<file path="src/lv_pkg.sv">
/*
 * shared widths, addresses and bus types for the lv register path
 * crc-4 is poly x^4+x+1, init 0, msb first over {addr, data}
 * address 15 is the status register, only 0..14 hold data
 */
package lv_pkg;

    //========================================
    // widths and addresses
    //========================================
    localparam int REG_AW    = 4;
    localparam int REG_DW    = 8;
    localparam int REG_CRC_W = 4;
    localparam int REG_NUM   = 16;

    localparam logic [REG_AW-1:0]    STATUS_ADDR = 4'd15;
    localparam logic [REG_AW-1:0]    SCAN_LAST   = 4'd14;
    localparam logic [REG_CRC_W-1:0] CRC_POLY    = 4'h3;   // x^4+x+1

    //========================================
    // host command, 17 bits, two views
    //========================================
    typedef struct packed {
        logic                 op;      // 1 = write
        logic [REG_AW-1:0]    addr;
        logic [REG_DW-1:0]    wdata;
        logic [REG_CRC_W-1:0] wcrc;
    } lv_wr_cmd_t;

    typedef struct packed {
        logic                          op;   // 0 = read
        logic [REG_AW-1:0]             addr;
        logic [REG_DW+REG_CRC_W-1:0]   pad;
    } lv_rd_cmd_t;

    typedef union packed {
        lv_wr_cmd_t wr;
        lv_rd_cmd_t rd;
    } lv_cmd_u;

    // internal four-phase bus
    typedef struct packed {
        logic                 req;
        logic                 wr;
        logic [REG_AW-1:0]    addr;
        logic [REG_DW-1:0]    wdata;
        logic [REG_CRC_W-1:0] wcrc;
    } lv_bus_req_t;

    typedef struct packed {
        logic                 ack;
        logic [REG_DW-1:0]    rdata;
        logic [REG_CRC_W-1:0] rcrc;
    } lv_bus_rsp_t;

    function automatic logic [REG_CRC_W-1:0] lv_crc4(
        input logic [REG_AW-1:0] addr,
        input logic [REG_DW-1:0] data
    );
        logic [REG_AW+REG_DW-1:0] msg;
        logic [REG_CRC_W-1:0]     crc;
        logic                     fb;
        msg = {addr, data};
        crc = '0;
        for (int i = REG_AW + REG_DW - 1; i >= 0; i--) begin
            fb  = crc[REG_CRC_W-1] ^ msg[i];
            crc = {crc[REG_CRC_W-2:0], 1'b0};
            if (fb) begin
                crc = crc ^ CRC_POLY;
            end
        end
        return crc;
    endfunction

endpackage

</file>
<file path="src/lv_reg_slv.sv">
`timescale 1ns/10ps
/*
 * register file, 15 entries of data + host supplied crc + valid bit
 * write crc is stored as given and never checked
 * address 15 reads {crc_err, 3'b000, fail_addr} with a computed crc,
 * a write to it pulses o_err_clr for one cycle
 * ack rises one cycle after req, falls one cycle after req drops
 */
module lv_reg_slv (
    input  logic                             i_clk,
    input  logic                             i_reset,
    input  lv_pkg::lv_bus_req_t              i_bus_req,
    output lv_pkg::lv_bus_rsp_t              o_bus_rsp,
    output logic [lv_pkg::REG_NUM-1:0]       o_entry_vld,
    output logic                             o_err_clr,
    input  logic                             i_crc_err,
    input  logic [lv_pkg::REG_AW-1:0]        i_fail_addr
);
    import lv_pkg::*;

    logic [REG_DW-1:0]       mem_data [REG_NUM-1];
    logic [REG_CRC_W-1:0]    mem_crc  [REG_NUM-1];
    logic [REG_NUM-2:0]      vld_q;
    logic                    ack_q;
    logic [REG_DW-1:0]       rdata_q;
    logic [REG_CRC_W-1:0]    rcrc_q;
    logic                    accept;
    logic                    is_status;
    logic [REG_DW-1:0]       status_byte;

    assign accept      = i_bus_req.req && !ack_q;     // first cycle of a request
    assign is_status   = (i_bus_req.addr == STATUS_ADDR);
    assign status_byte = {i_crc_err, 3'b000, i_fail_addr};

    //========================================
    // handshake and status clear
    //========================================
    always_ff @(posedge i_clk) begin
        if (i_reset) begin
            ack_q     <= 1'b0;
            o_err_clr <= 1'b0;
        end else begin
            if (accept) begin
                ack_q <= 1'b1;
            end else if (!i_bus_req.req) begin
                ack_q <= 1'b0;
            end
            o_err_clr <= accept && i_bus_req.wr && is_status;
        end
    end

    // entries start at zero and become valid once written
    always_ff @(posedge i_clk) begin
        if (i_reset) begin
            for (int i = 0; i < REG_NUM - 1; i++) begin
                mem_data[i] <= '0;
                mem_crc[i]  <= '0;
            end
            vld_q <= '0;
        end else if (accept && i_bus_req.wr && !is_status) begin
            mem_data[i_bus_req.addr] <= i_bus_req.wdata;
            mem_crc[i_bus_req.addr]  <= i_bus_req.wcrc;
            vld_q[i_bus_req.addr]    <= 1'b1;
        end
    end

    // read path
    always_ff @(posedge i_clk) begin
        if (accept && !i_bus_req.wr) begin
            if (is_status) begin
                rdata_q <= status_byte;
                rcrc_q  <= lv_crc4(STATUS_ADDR, status_byte);
            end else begin
                rdata_q <= mem_data[i_bus_req.addr];
                rcrc_q  <= mem_crc[i_bus_req.addr];
            end
        end
    end

    assign o_bus_rsp   = '{ack: ack_q, rdata: rdata_q, rcrc: rcrc_q};
    assign o_entry_vld = {1'b0, vld_q};   // status never scanned

    // the request must still be held when its ack rises
    a_ack_needs_req: assert property (@(posedge i_clk) disable iff (i_reset)
        $rose(ack_q) |-> i_bus_req.req)
        else $error("ack raised without a request");

endmodule

</file>
<file path="src/lv_reg_arb.sv">
`timescale 1ns/10ps
/*
 * two-requester arbiter onto the register bus
 * grants only from idle, host wins a tie
 * a grant lasts until that requester drops req, so one
 * transaction per grant; responses go to the granted side only
 * the grant register adds one cycle to the request path
 */
module lv_reg_arb (
    input  logic                   i_clk,
    input  logic                   i_reset,
    input  lv_pkg::lv_bus_req_t    i_host_req,
    output lv_pkg::lv_bus_rsp_t    o_host_rsp,
    input  lv_pkg::lv_bus_req_t    i_scan_req,
    output lv_pkg::lv_bus_rsp_t    o_scan_rsp,
    output lv_pkg::lv_bus_req_t    o_slv_req,
    input  lv_pkg::lv_bus_rsp_t    i_slv_rsp
);
    import lv_pkg::*;

    logic gnt_host;
    logic gnt_scan;
    logic gnt_idle;

    assign gnt_idle = !gnt_host && !gnt_scan;

    //========================================
    // grant state
    //========================================
    always_ff @(posedge i_clk) begin
        if (i_reset) begin
            gnt_host <= 1'b0;
            gnt_scan <= 1'b0;
        end else if (gnt_idle) begin
            if (i_host_req.req) begin
                gnt_host <= 1'b1;       // fixed priority
            end else if (i_scan_req.req) begin
                gnt_scan <= 1'b1;
            end
        end else begin
            // release once the owner ends its handshake
            if (gnt_host && !i_host_req.req) begin
                gnt_host <= 1'b0;
            end
            if (gnt_scan && !i_scan_req.req) begin
                gnt_scan <= 1'b0;
            end
        end
    end

    //========================================
    // bus mux and response routing
    //========================================
    always_comb begin
        o_slv_req  = '0;
        o_host_rsp = '0;
        o_scan_rsp = '0;
        if (gnt_host) begin
            o_slv_req  = i_host_req;
            o_host_rsp = i_slv_rsp;
        end else if (gnt_scan) begin
            o_slv_req  = i_scan_req;
            o_scan_rsp = i_slv_rsp;
        end
    end

    a_gnt_excl: assert property (@(posedge i_clk) disable iff (i_reset)
        !(gnt_host && gnt_scan))
        else $error("both requesters granted");

endmodule

</file>
<file path="src/lv_wdg_scan.sv">
`timescale 1ns/10ps
/*
 * watchdog crc scan
 * reads addresses 0..SCAN_LAST in a loop, skipping entries never written
 * a crc mismatch sets a sticky error and keeps the first failing address
 * only reads are issued; i_err_clr clears error and address
 */
module lv_wdg_scan (
    input  logic                             i_clk,
    input  logic                             i_reset,
    output lv_pkg::lv_bus_req_t              o_bus_req,
    input  lv_pkg::lv_bus_rsp_t              i_bus_rsp,
    input  logic [lv_pkg::REG_NUM-1:0]       i_entry_vld,
    input  logic                             i_err_clr,
    output logic                             o_crc_err,
    output logic [lv_pkg::REG_AW-1:0]        o_fail_addr
);
    import lv_pkg::*;

    typedef enum logic {
        ST_IDLE = 1'b0,
        ST_REQ  = 1'b1
    } st_e;

    st_e                 state;
    logic [REG_AW-1:0]   scan_addr;
    logic [REG_AW-1:0]   next_addr;
    logic                rd_done;
    logic                crc_bad;

    assign next_addr = (scan_addr == SCAN_LAST) ? '0 : scan_addr + 1'b1;
    assign rd_done   = (state == ST_REQ) && i_bus_rsp.ack;
    assign crc_bad   = (lv_crc4(scan_addr, i_bus_rsp.rdata) != i_bus_rsp.rcrc);

    //========================================
    // scan sequencing
    //========================================
    always_ff @(posedge i_clk) begin
        if (i_reset) begin
            state     <= ST_IDLE;
            scan_addr <= '0;
        end else begin
            case (state)
                ST_IDLE: begin
                    if (i_entry_vld[scan_addr]) begin
                        state <= ST_REQ;
                    end else begin
                        scan_addr <= next_addr;   // skip entries never written
                    end
                end
                ST_REQ: begin
                    if (i_bus_rsp.ack) begin
                        state     <= ST_IDLE;
                        scan_addr <= next_addr;
                    end
                end
                default: state <= ST_IDLE;
            endcase
        end
    end

    always_comb begin
        o_bus_req      = '0;
        o_bus_req.req  = (state == ST_REQ);
        o_bus_req.addr = scan_addr;
    end

    // sticky error keeps the first failure
    always_ff @(posedge i_clk) begin
        if (i_reset) begin
            o_crc_err   <= 1'b0;
            o_fail_addr <= '0;
        end else if (i_err_clr) begin
            o_crc_err   <= 1'b0;
            o_fail_addr <= '0;
        end else if (rd_done && crc_bad && !o_crc_err) begin
            o_crc_err   <= 1'b1;
            o_fail_addr <= scan_addr;
        end
    end

endmodule

</file>
<file path="src/lv_cmd_port.sv">
`timescale 1ns/10ps
/*
 * host command port
 * takes one command per four-phase host handshake and runs it on the
 * internal bus; the bus request goes out the cycle after req is seen
 * read data is only meaningful while o_host_ack is high
 */
module lv_cmd_port (
    input  logic                             i_clk,
    input  logic                             i_reset,
    input  logic                             i_host_req,
    input  lv_pkg::lv_cmd_u                  i_host_cmd,
    output logic                             o_host_ack,
    output logic [lv_pkg::REG_DW-1:0]        o_host_rdata,
    output logic [lv_pkg::REG_CRC_W-1:0]     o_host_rcrc,
    output lv_pkg::lv_bus_req_t              o_bus_req,
    input  lv_pkg::lv_bus_rsp_t              i_bus_rsp
);
    import lv_pkg::*;

    typedef enum logic [1:0] {
        ST_IDLE = 2'd0,
        ST_BUS  = 2'd1,     // waiting on the arbiter / slave
        ST_HOST = 2'd2      // host ack high until req drops
    } st_e;

    st_e          state;
    lv_bus_req_t  dec_req;
    lv_bus_req_t  cmd_q;

    //========================================
    // command decode
    //========================================
    always_comb begin
        dec_req     = '0;
        dec_req.req = 1'b1;
        if (i_host_cmd.wr.op) begin
            dec_req.wr    = 1'b1;
            dec_req.addr  = i_host_cmd.wr.addr;
            dec_req.wdata = i_host_cmd.wr.wdata;
            dec_req.wcrc  = i_host_cmd.wr.wcrc;
        end else begin
            dec_req.addr  = i_host_cmd.rd.addr;   // pad not used
        end
    end

    always_ff @(posedge i_clk) begin
        if (i_reset) begin
            state <= ST_IDLE;
        end else begin
            case (state)
                ST_IDLE: if (i_host_req) state <= ST_BUS;
                ST_BUS:  if (i_bus_rsp.ack) state <= ST_HOST;
                ST_HOST: if (!i_host_req) state <= ST_IDLE;
                default: state <= ST_IDLE;
            endcase
        end
    end

    // latched command and response data
    always_ff @(posedge i_clk) begin
        if (state == ST_IDLE && i_host_req) begin
            cmd_q <= dec_req;
        end
        if (state == ST_BUS && i_bus_rsp.ack) begin
            o_host_rdata <= i_bus_rsp.rdata;
            o_host_rcrc  <= i_bus_rsp.rcrc;
        end
    end

    always_comb begin
        o_bus_req     = cmd_q;
        o_bus_req.req = (state == ST_BUS);
    end

    assign o_host_ack = (state == ST_HOST);

    // host must not change the command before it sees the ack
    a_cmd_stable: assert property (@(posedge i_clk) disable iff (i_reset)
        (i_host_req && !o_host_ack) |=> (!(i_host_req && !o_host_ack) || $stable(i_host_cmd)))
        else $error("host command changed while request pending");

endmodule

</file>
<file path="src/lv_core.sv">
`timescale 1ns/10ps
/*
 * register path top: host command port, watchdog crc scan,
 * fixed priority arbiter and register file
 * host side is a four-phase req/ack, i_host_cmd held while req is high
 * o_crc_err is sticky until the host writes the status register
 */
module lv_core (
    input  logic                             i_clk,
    input  logic                             i_reset,
    input  logic                             i_host_req,
    input  lv_pkg::lv_cmd_u                  i_host_cmd,
    output logic                             o_host_ack,
    output logic [lv_pkg::REG_DW-1:0]        o_host_rdata,
    output logic [lv_pkg::REG_CRC_W-1:0]     o_host_rcrc,
    output logic                             o_crc_err
);
    import lv_pkg::*;

    lv_bus_req_t           cmd_bus_req;
    lv_bus_rsp_t           cmd_bus_rsp;
    lv_bus_req_t           scan_bus_req;
    lv_bus_rsp_t           scan_bus_rsp;
    lv_bus_req_t           slv_req;
    lv_bus_rsp_t           slv_rsp;
    logic [REG_NUM-1:0]    entry_vld;
    logic                  err_clr;
    logic [REG_AW-1:0]     fail_addr;

    lv_cmd_port u_cmd_port (
        .i_clk          (i_clk),
        .i_reset        (i_reset),
        .i_host_req     (i_host_req),
        .i_host_cmd     (i_host_cmd),
        .o_host_ack     (o_host_ack),
        .o_host_rdata   (o_host_rdata),
        .o_host_rcrc    (o_host_rcrc),
        .o_bus_req      (cmd_bus_req),
        .i_bus_rsp      (cmd_bus_rsp)
    );

    lv_wdg_scan u_wdg_scan (
        .i_clk          (i_clk),
        .i_reset        (i_reset),
        .o_bus_req      (scan_bus_req),
        .i_bus_rsp      (scan_bus_rsp),
        .i_entry_vld    (entry_vld),
        .i_err_clr      (err_clr),
        .o_crc_err      (o_crc_err),
        .o_fail_addr    (fail_addr)
    );

    lv_reg_arb u_reg_arb (
        .i_clk          (i_clk),
        .i_reset        (i_reset),
        .i_host_req     (cmd_bus_req),
        .o_host_rsp     (cmd_bus_rsp),
        .i_scan_req     (scan_bus_req),
        .o_scan_rsp     (scan_bus_rsp),
        .o_slv_req      (slv_req),
        .i_slv_rsp      (slv_rsp)
    );

    lv_reg_slv u_reg_slv (
        .i_clk          (i_clk),
        .i_reset        (i_reset),
        .i_bus_req      (slv_req),
        .o_bus_rsp      (slv_rsp),
        .o_entry_vld    (entry_vld),
        .o_err_clr      (err_clr),
        .i_crc_err      (o_crc_err),
        .i_fail_addr    (fail_addr)
    );

endmodule

</file>
<file path="config.mk">
export PLATFORM = sky130hd
export DESIGN_NAME = lv_core
export DESIGN_NICKNAME = d
export VERILOG_FILES = /design/src/lv_pkg.sv /design/src/lv_reg_slv.sv /design/src/lv_reg_arb.sv /design/src/lv_wdg_scan.sv /design/src/lv_cmd_port.sv /design/src/lv_core.sv
export SDC_FILE = /design/constraint.sdc
export NUM_CORES = 1
export LEC_CHECK = 0
export BUFFER_PORTS_ARGS = -buffer_cell sky130_fd_sc_hd__buf_2
export CAP_MARGIN = 20
export CORE_UTILIZATION = 55
export CTS_CLUSTER_DIAMETER = 50
export CTS_CLUSTER_SIZE = 25
export DETAILED_ROUTE_END_ITERATION = 8
export GPL_ROUTABILITY_DRIVEN = 0
export PLACE_DENSITY = 0.76
export SLEW_MARGIN = 0
export SYNTH_ARGS = -nofsm -noshare
export SYNTH_HDL_FRONTEND = slang
export SYNTH_SLANG_ARGS = --single-unit
</file>
<file path="constraint.sdc">
create_clock -name i_clk -period 5.3 [get_ports i_clk]
set_input_delay 1.06 -clock i_clk [delete_from_list [all_inputs] [get_ports i_clk]]
set_output_delay 1.06 -clock i_clk [all_outputs]
set_load 0.005 [all_outputs]
</file>
# Word level (Yosys, flattened, before mapping)

Memories as Yosys holds them, arrays and structs flattened.
Index checks and enable logic that the tools add are counted.
Widths: inputs -> output; s select.

Register bits after elaboration: 72
Latch bits: 0
RAM bits: 180
Bits in read-only memories: 0
Bits of input ports: 20
Output and inout port bits: 14
Word-level logic and storage cells: 199
Memories: 2

Memory list:

| name               | words | width | read ports | clocked after memory_dff | write ports | line             | source |
|---|---|---|---|---|---|---|---|
| u_reg_slv.mem_data | 15    | 8     | 1          | 0                        | 15          | lv_reg_slv.sv:21 | `logic [REG_DW-1:0] mem_data [REG_NUM-1];` |
| u_reg_slv.mem_crc  | 15    | 4     | 1          | 0                        | 15          | lv_reg_slv.sv:22 | `logic [REG_CRC_W-1:0] mem_crc [REG_NUM-1];` |

Add/subtract/negate cells: 1
Multiply operators: 0
Div/mod/pow operators: 0
$lt $le $gt $ge: 3
Equal/unequal tests: 14
Shift-type cells: 0
Muxes and demuxes: 88
Bitwise logic cells: 40
Reduce and logical (&&, ||, !) cells: 32

Operator list:

| cell                | number |
|---|---|
| $mux 4              | 29 |
| $mux 2              | 26 |
| $not 2->2           | 22 |
| $mux 13             | 3 |
| $mux 18             | 2 |
| $mux 1              | 21 |
| $mux 8              | 2 |
| $or 15x15->15       | 1 |
| $logic_and 1x1->1   | 14 |
| $ne 2x2->1 const B  | 7 |
| $xor 1x1->1         | 14 |
| $lt 4x5->1 const B  | 2 |
| $eq 4x4->1 const B  | 2 |
| $logic_not 1->1     | 8 |
| $pmux 4 s2          | 1 |
| $reduce_or 8->1     | 1 |
| $pmux 2 s3          | 1 |
| $reduce_and 3->1    | 2 |
| $add 4x1->4 const B | 1 |
| $bmux 1 s4          | 1 |
| $demux 1 s4         | 1 |
| $ge 4x1->1 const B  | 1 |
| $ne 2x1->1 const B  | 2 |
| $ne 4x4->1          | 1 |
| other kinds (10)    | 13 |

# Longest topological paths before layout

Depth after elaboration: 48
Depth in mapped cells: 11

# By module

A second synthesis with hierarchy kept.

Cells, all modules: 844
Area, all modules: 11,976.5 µm²

Modules (own cells, without submodules):

| module      | times used | cells an instance | area an instance (µm²) | seq. area each (µm²) |
|---|---|---|---|---|
| lv_reg_slv  | 1          | 633               | 9,451.6                | 6,105.9 |
| lv_cmd_port | 1          | 54                | 1,066.0                | 910.9 |
| lv_wdg_scan | 1          | 101               | 1,027.2                | 200.2 |
| lv_reg_arb  | 1          | 56                | 431.7                  | 40.0 |

# Least setup slack after synthesis

Ideal clock, no wire load.

Kind: input port to flip-flop
From: input i_host_req
To: register u_cmd_port.cmd_q, in the netlist u_cmd_port.o_bus_req[0], enable pin
Data arrival time: 2.370 ns
Required time: 4.884 ns
Path slack: 2.514 ns
Stages on the path: 1
Path through: nor3b_1

Word-level cells in the longest chain between the ends: 1

RTL lines:

| item                   | line              | source |
|---|---|---|
| start: declaration     | lv_core.sv:11     | `input logic i_host_req,` |
| $logic_and 1x1->1      | lv_cmd_port.sv:62 | `if (state == ST_IDLE && i_host_req) begin` |
| end signal: assignment | lv_cmd_port.sv:63 | `cmd_q <= dec_req;` |
| end: declaration       | lv_cmd_port.sv:29 | `lv_bus_req_t cmd_q;` |

Every way passes these cells.
A chain may end at the register's enable or synchronous reset.

==> reports/summary.txt <==
synthesis-to-finish area growth -> 11.8%
largest area contributor in the netlist -> edfxtp_1
number of core rows -> 51
max_cap viols -> 0
CP Class -> flip-flop to flip-flop
crit-path max cell delay -> 0.71 ns
RSZ-0062 raised after global routing -> no
CTS Hold Bufs -> 0
crit path launch type -> flip-flop
min Tclk post-route -> 3.63 ns
Peak Freq -> 276 MHz
Seq/Total Area, Yosys -> 65.9%
average size of a mapped cell -> 13.0 um2
nets@finish -> 889
Final Skew -> 0.0211 ns
first-pass GRT wire length -> 39.8 mm
synth top area cells -> edfxtp_1 (60%), mux4_2 (8.7%), nor2_1 (6.7%)
Post-Place Cells -> 1104
Final Worst Setup Slack -> 1.67 ns
via/cell ratio -> 6.00
Post-CTS Resized -> 0
final hold slack -> 0.477 ns
min-delay worst type -> flip-flop to flip-flop
Die Ht -> 144 um
final instance area -> 0.0125 mm2
clock slew at reported path FFs -> 0.07 ns
Power Total -> 4.52 mW
most frequent cells in the layout -> edfxtp_1 (224), nor2_1 (198), nand2_1 (59)
Layout Cells excl Fill -> 1152
core area -> 0.0197 mm2
area of the multi-input gates -> 0.00345 mm2
Final Routed Wirelength -> 25.8 mm
pre-CTS WS -> 1.37 ns
Final Setup Violations -> 0
CP Capture Type -> flip-flop
Setup TNS -> 0 ns
fill cell count -> 1431
Sequential cell area -> 0.00735 mm2
antenna violations before repair -> 0
Post-CTS Setup Inserts -> 0
DRC viols -> 0
asr flop ratio synth -> 0%
clock root cell -> clkbuf_16
largest net degree at the start of global routing -> 59
slowest stage cell, crit path -> nand2b_1
DIE AREA -> 0.0209 mm2
Die X -> 144 um
Num CTS Buffers -> 26
slew margin rel. -> 29.6%
Total GRT Usage -> 26.5%
share of layout cells above drive strength 1 -> 16.5%
EDFF count, synth -> 224
routed vias -> 6916
Yosys warning count -> 0
Initial DRC Count -> 768
Ant. Diodes -> 0
reg2reg setup slack -> 1.67 ns
final period utilization -> 68.4%
R2R cell count -> 7
fin util -> 63.5%
Pwr per Cell Area -> 363 mW/mm2
worst r2r src -> u_reg_arb.gnt_scan$_SDFFE_PP0P_
Cell variety after synth -> 44
Top FF cell, synth -> edfxtp_1
Initial Util -> 56.7%
Slew @ Worst Pin -> 1.05 ns
Port Buf Inserts -> 33
TritonCTS Sinks -> 255
Worst R2R End -> u_reg_slv.mem_data[0][2]$_SDFFCE_PN0P_
Critical Path Fanout Max -> 14
drt pass-1 iters -> 5
Antenna Violating Nets Remaining -> 0
WL per Instance -> 22.4 um
Leak -> 4.21 nW
cell area after synthesis -> 0.0112 mm2
top cell type's share of synthesized area -> 60.3%
Data arrival, critical path -> 3.81 ns
crit path to -> u_reg_slv.mem_data[0][2]$_SDFFCE_PN0P_
Final Max Slew Viols -> 0
Synth Register Bits -> 255
CP most frequent cell -> nor2b_1
CTS tree -> built
Syn Inst Count -> 855
most common cell after layout, fill and taps aside -> edfxtp_1
Clock Tree Buf Depth -> 3
Final HPWL DP -> 17.1 mm
Max IR drop VDD -> 0.000230 V
number of global-route vias before repair -> 6846
dpl cell area -> 0.0115 mm2
grt ovf -> 0
final hold vios -> 0
crit path launch -> u_reg_arb.gnt_scan$_SDFFE_PP0P_
status -> completed
# IOs -> 34
CP Data Required Time -> 5.49 ns
CP cell instances -> nor2b_1 > nand2_1 > a21oi_1 > nand4b_1 > nor2b_1 > nand3_1 > nand2b_1
Clock Latency Late Sink -> 0.55 ns
H-Tree Depth -> 1
registers in the layout (all words and copies together), names as in the netlist, 2 cells and up:
register / flops
u_reg_slv.rcrc_q: 4
u_reg_slv.mem_crc: 60
u_reg_slv.mem_data: 123
u_cmd_port.o_bus_req: 17
u_wdg_scan.scan_addr: 4
u_wdg_scan.o_fail_addr: 4
u_cmd_port.state: 2
u_cmd_port.o_host_rcrc: 4
u_reg_slv.rdata_q: 8
u_reg_slv.vld_q: 15
u_cmd_port.o_host_rdata: 8
cell families (layout without fill, tap and decap cells):
group / Yosys count / in the layout / share of synthesized area (%)
buffers and inverters: 83 / 113 / 3.35
other: 1 / 3 / 0.0336
AND/OR/NAND/NOR: 340 / 340 / 13.3
adder cells (fa/ha/maj): 2 / 2 / 0.224
flip-flops: 255 / 255 / 65.9
multiplexers: 52 / 52 / 9.49
XOR/XNOR: 25 / 25 / 2.34
AO/OA/AOI/OAI: 97 / 97 / 5.34
cell type report:
cell class              instances  area share, %
well taps                     265           2.66
multi-input cells             519           27.7
inverters                      20          0.602
repair buffers                 45           2.15
clock buffers                  27           5.42
flip-flops and latches        255           58.9
clock inverters                21           2.60
Yosys cell counts (all sizes together), types with 2 or more instances:
library cell  instances
edfxtp              224
nor2                198
nand2                59
mux4                 43
clkbuf               33
o21ai                33
dfxtp                31
buf                  30
and2                 25
a21oi                22
a22oi                22
inv                  20
nand3                19
nand2b               17
xnor2                15
a31oi                11
mux2i                 9
xor2                  8
nand3b                7
nor2b                 5
nor3b                 4
o21a                  3
ha                    2
xnor3                 2
report_power, final:
| part | leakage, nW | total, mW | switching [mW] | internal, mW |
|---|---|---|---|---|
| combinational | 1.22 | 0.216 | 0.138 | 0.0782 |
| sequential | 2.52 | 2.27 | 0.0268 | 2.24 |
| clock | 0.474 | 2.04 | 1.00 | 1.04 |
| total | 4.21 | 4.52 | 1.17 | 3.36 |
worst max-delay path: cells and delay by family, from the launching register on:
family,cells,cell delay [ns]
simple gates,6,2.57
compound gates,1,0.22
flops,1,0.47
worst min path at each step:
stage | from | endpoint | slack (ns) | cells after the start
finish | u_reg_slv.vld_q[1]$_SDFFE_PP0N_ | u_reg_slv.vld_q[1]$_SDFFE_PP0N_ | 0.48 | 2
global route | u_reg_slv.vld_q[9]$_SDFFE_PP0N_ | u_reg_slv.vld_q[9]$_SDFFE_PP0N_ | 0.50 | 2
CTS | u_reg_slv.vld_q[11]$_SDFFE_PP0N_ | u_reg_slv.vld_q[11]$_SDFFE_PP0N_ | 0.48 | 2
detailed placement | u_reg_slv.vld_q[9]$_SDFFE_PP0N_ | u_reg_slv.vld_q[9]$_SDFFE_PP0N_ | 0.46 | 2
global placement | u_reg_slv.vld_q[12]$_SDFFE_PP0N_ | u_reg_slv.vld_q[12]$_SDFFE_PP0N_ | 0.46 | 2
floorplan | u_reg_slv.vld_q[10]$_SDFFE_PP0N_ | u_reg_slv.vld_q[10]$_SDFFE_PP0N_ | 0.44 | 2
per-layer routing:
layer / track usage (%) / vias up / part of all wire (%)
met5: 0 / - / 0
met4: 9.64 / 0 / 3.4
met3: 4.70 / 63 / 9.6
met2: 42.1 / 372 / 47
met1: 37.0 / 3394 / 40
li1: - / 3087 / -
(Power assumes the default switching activity.)
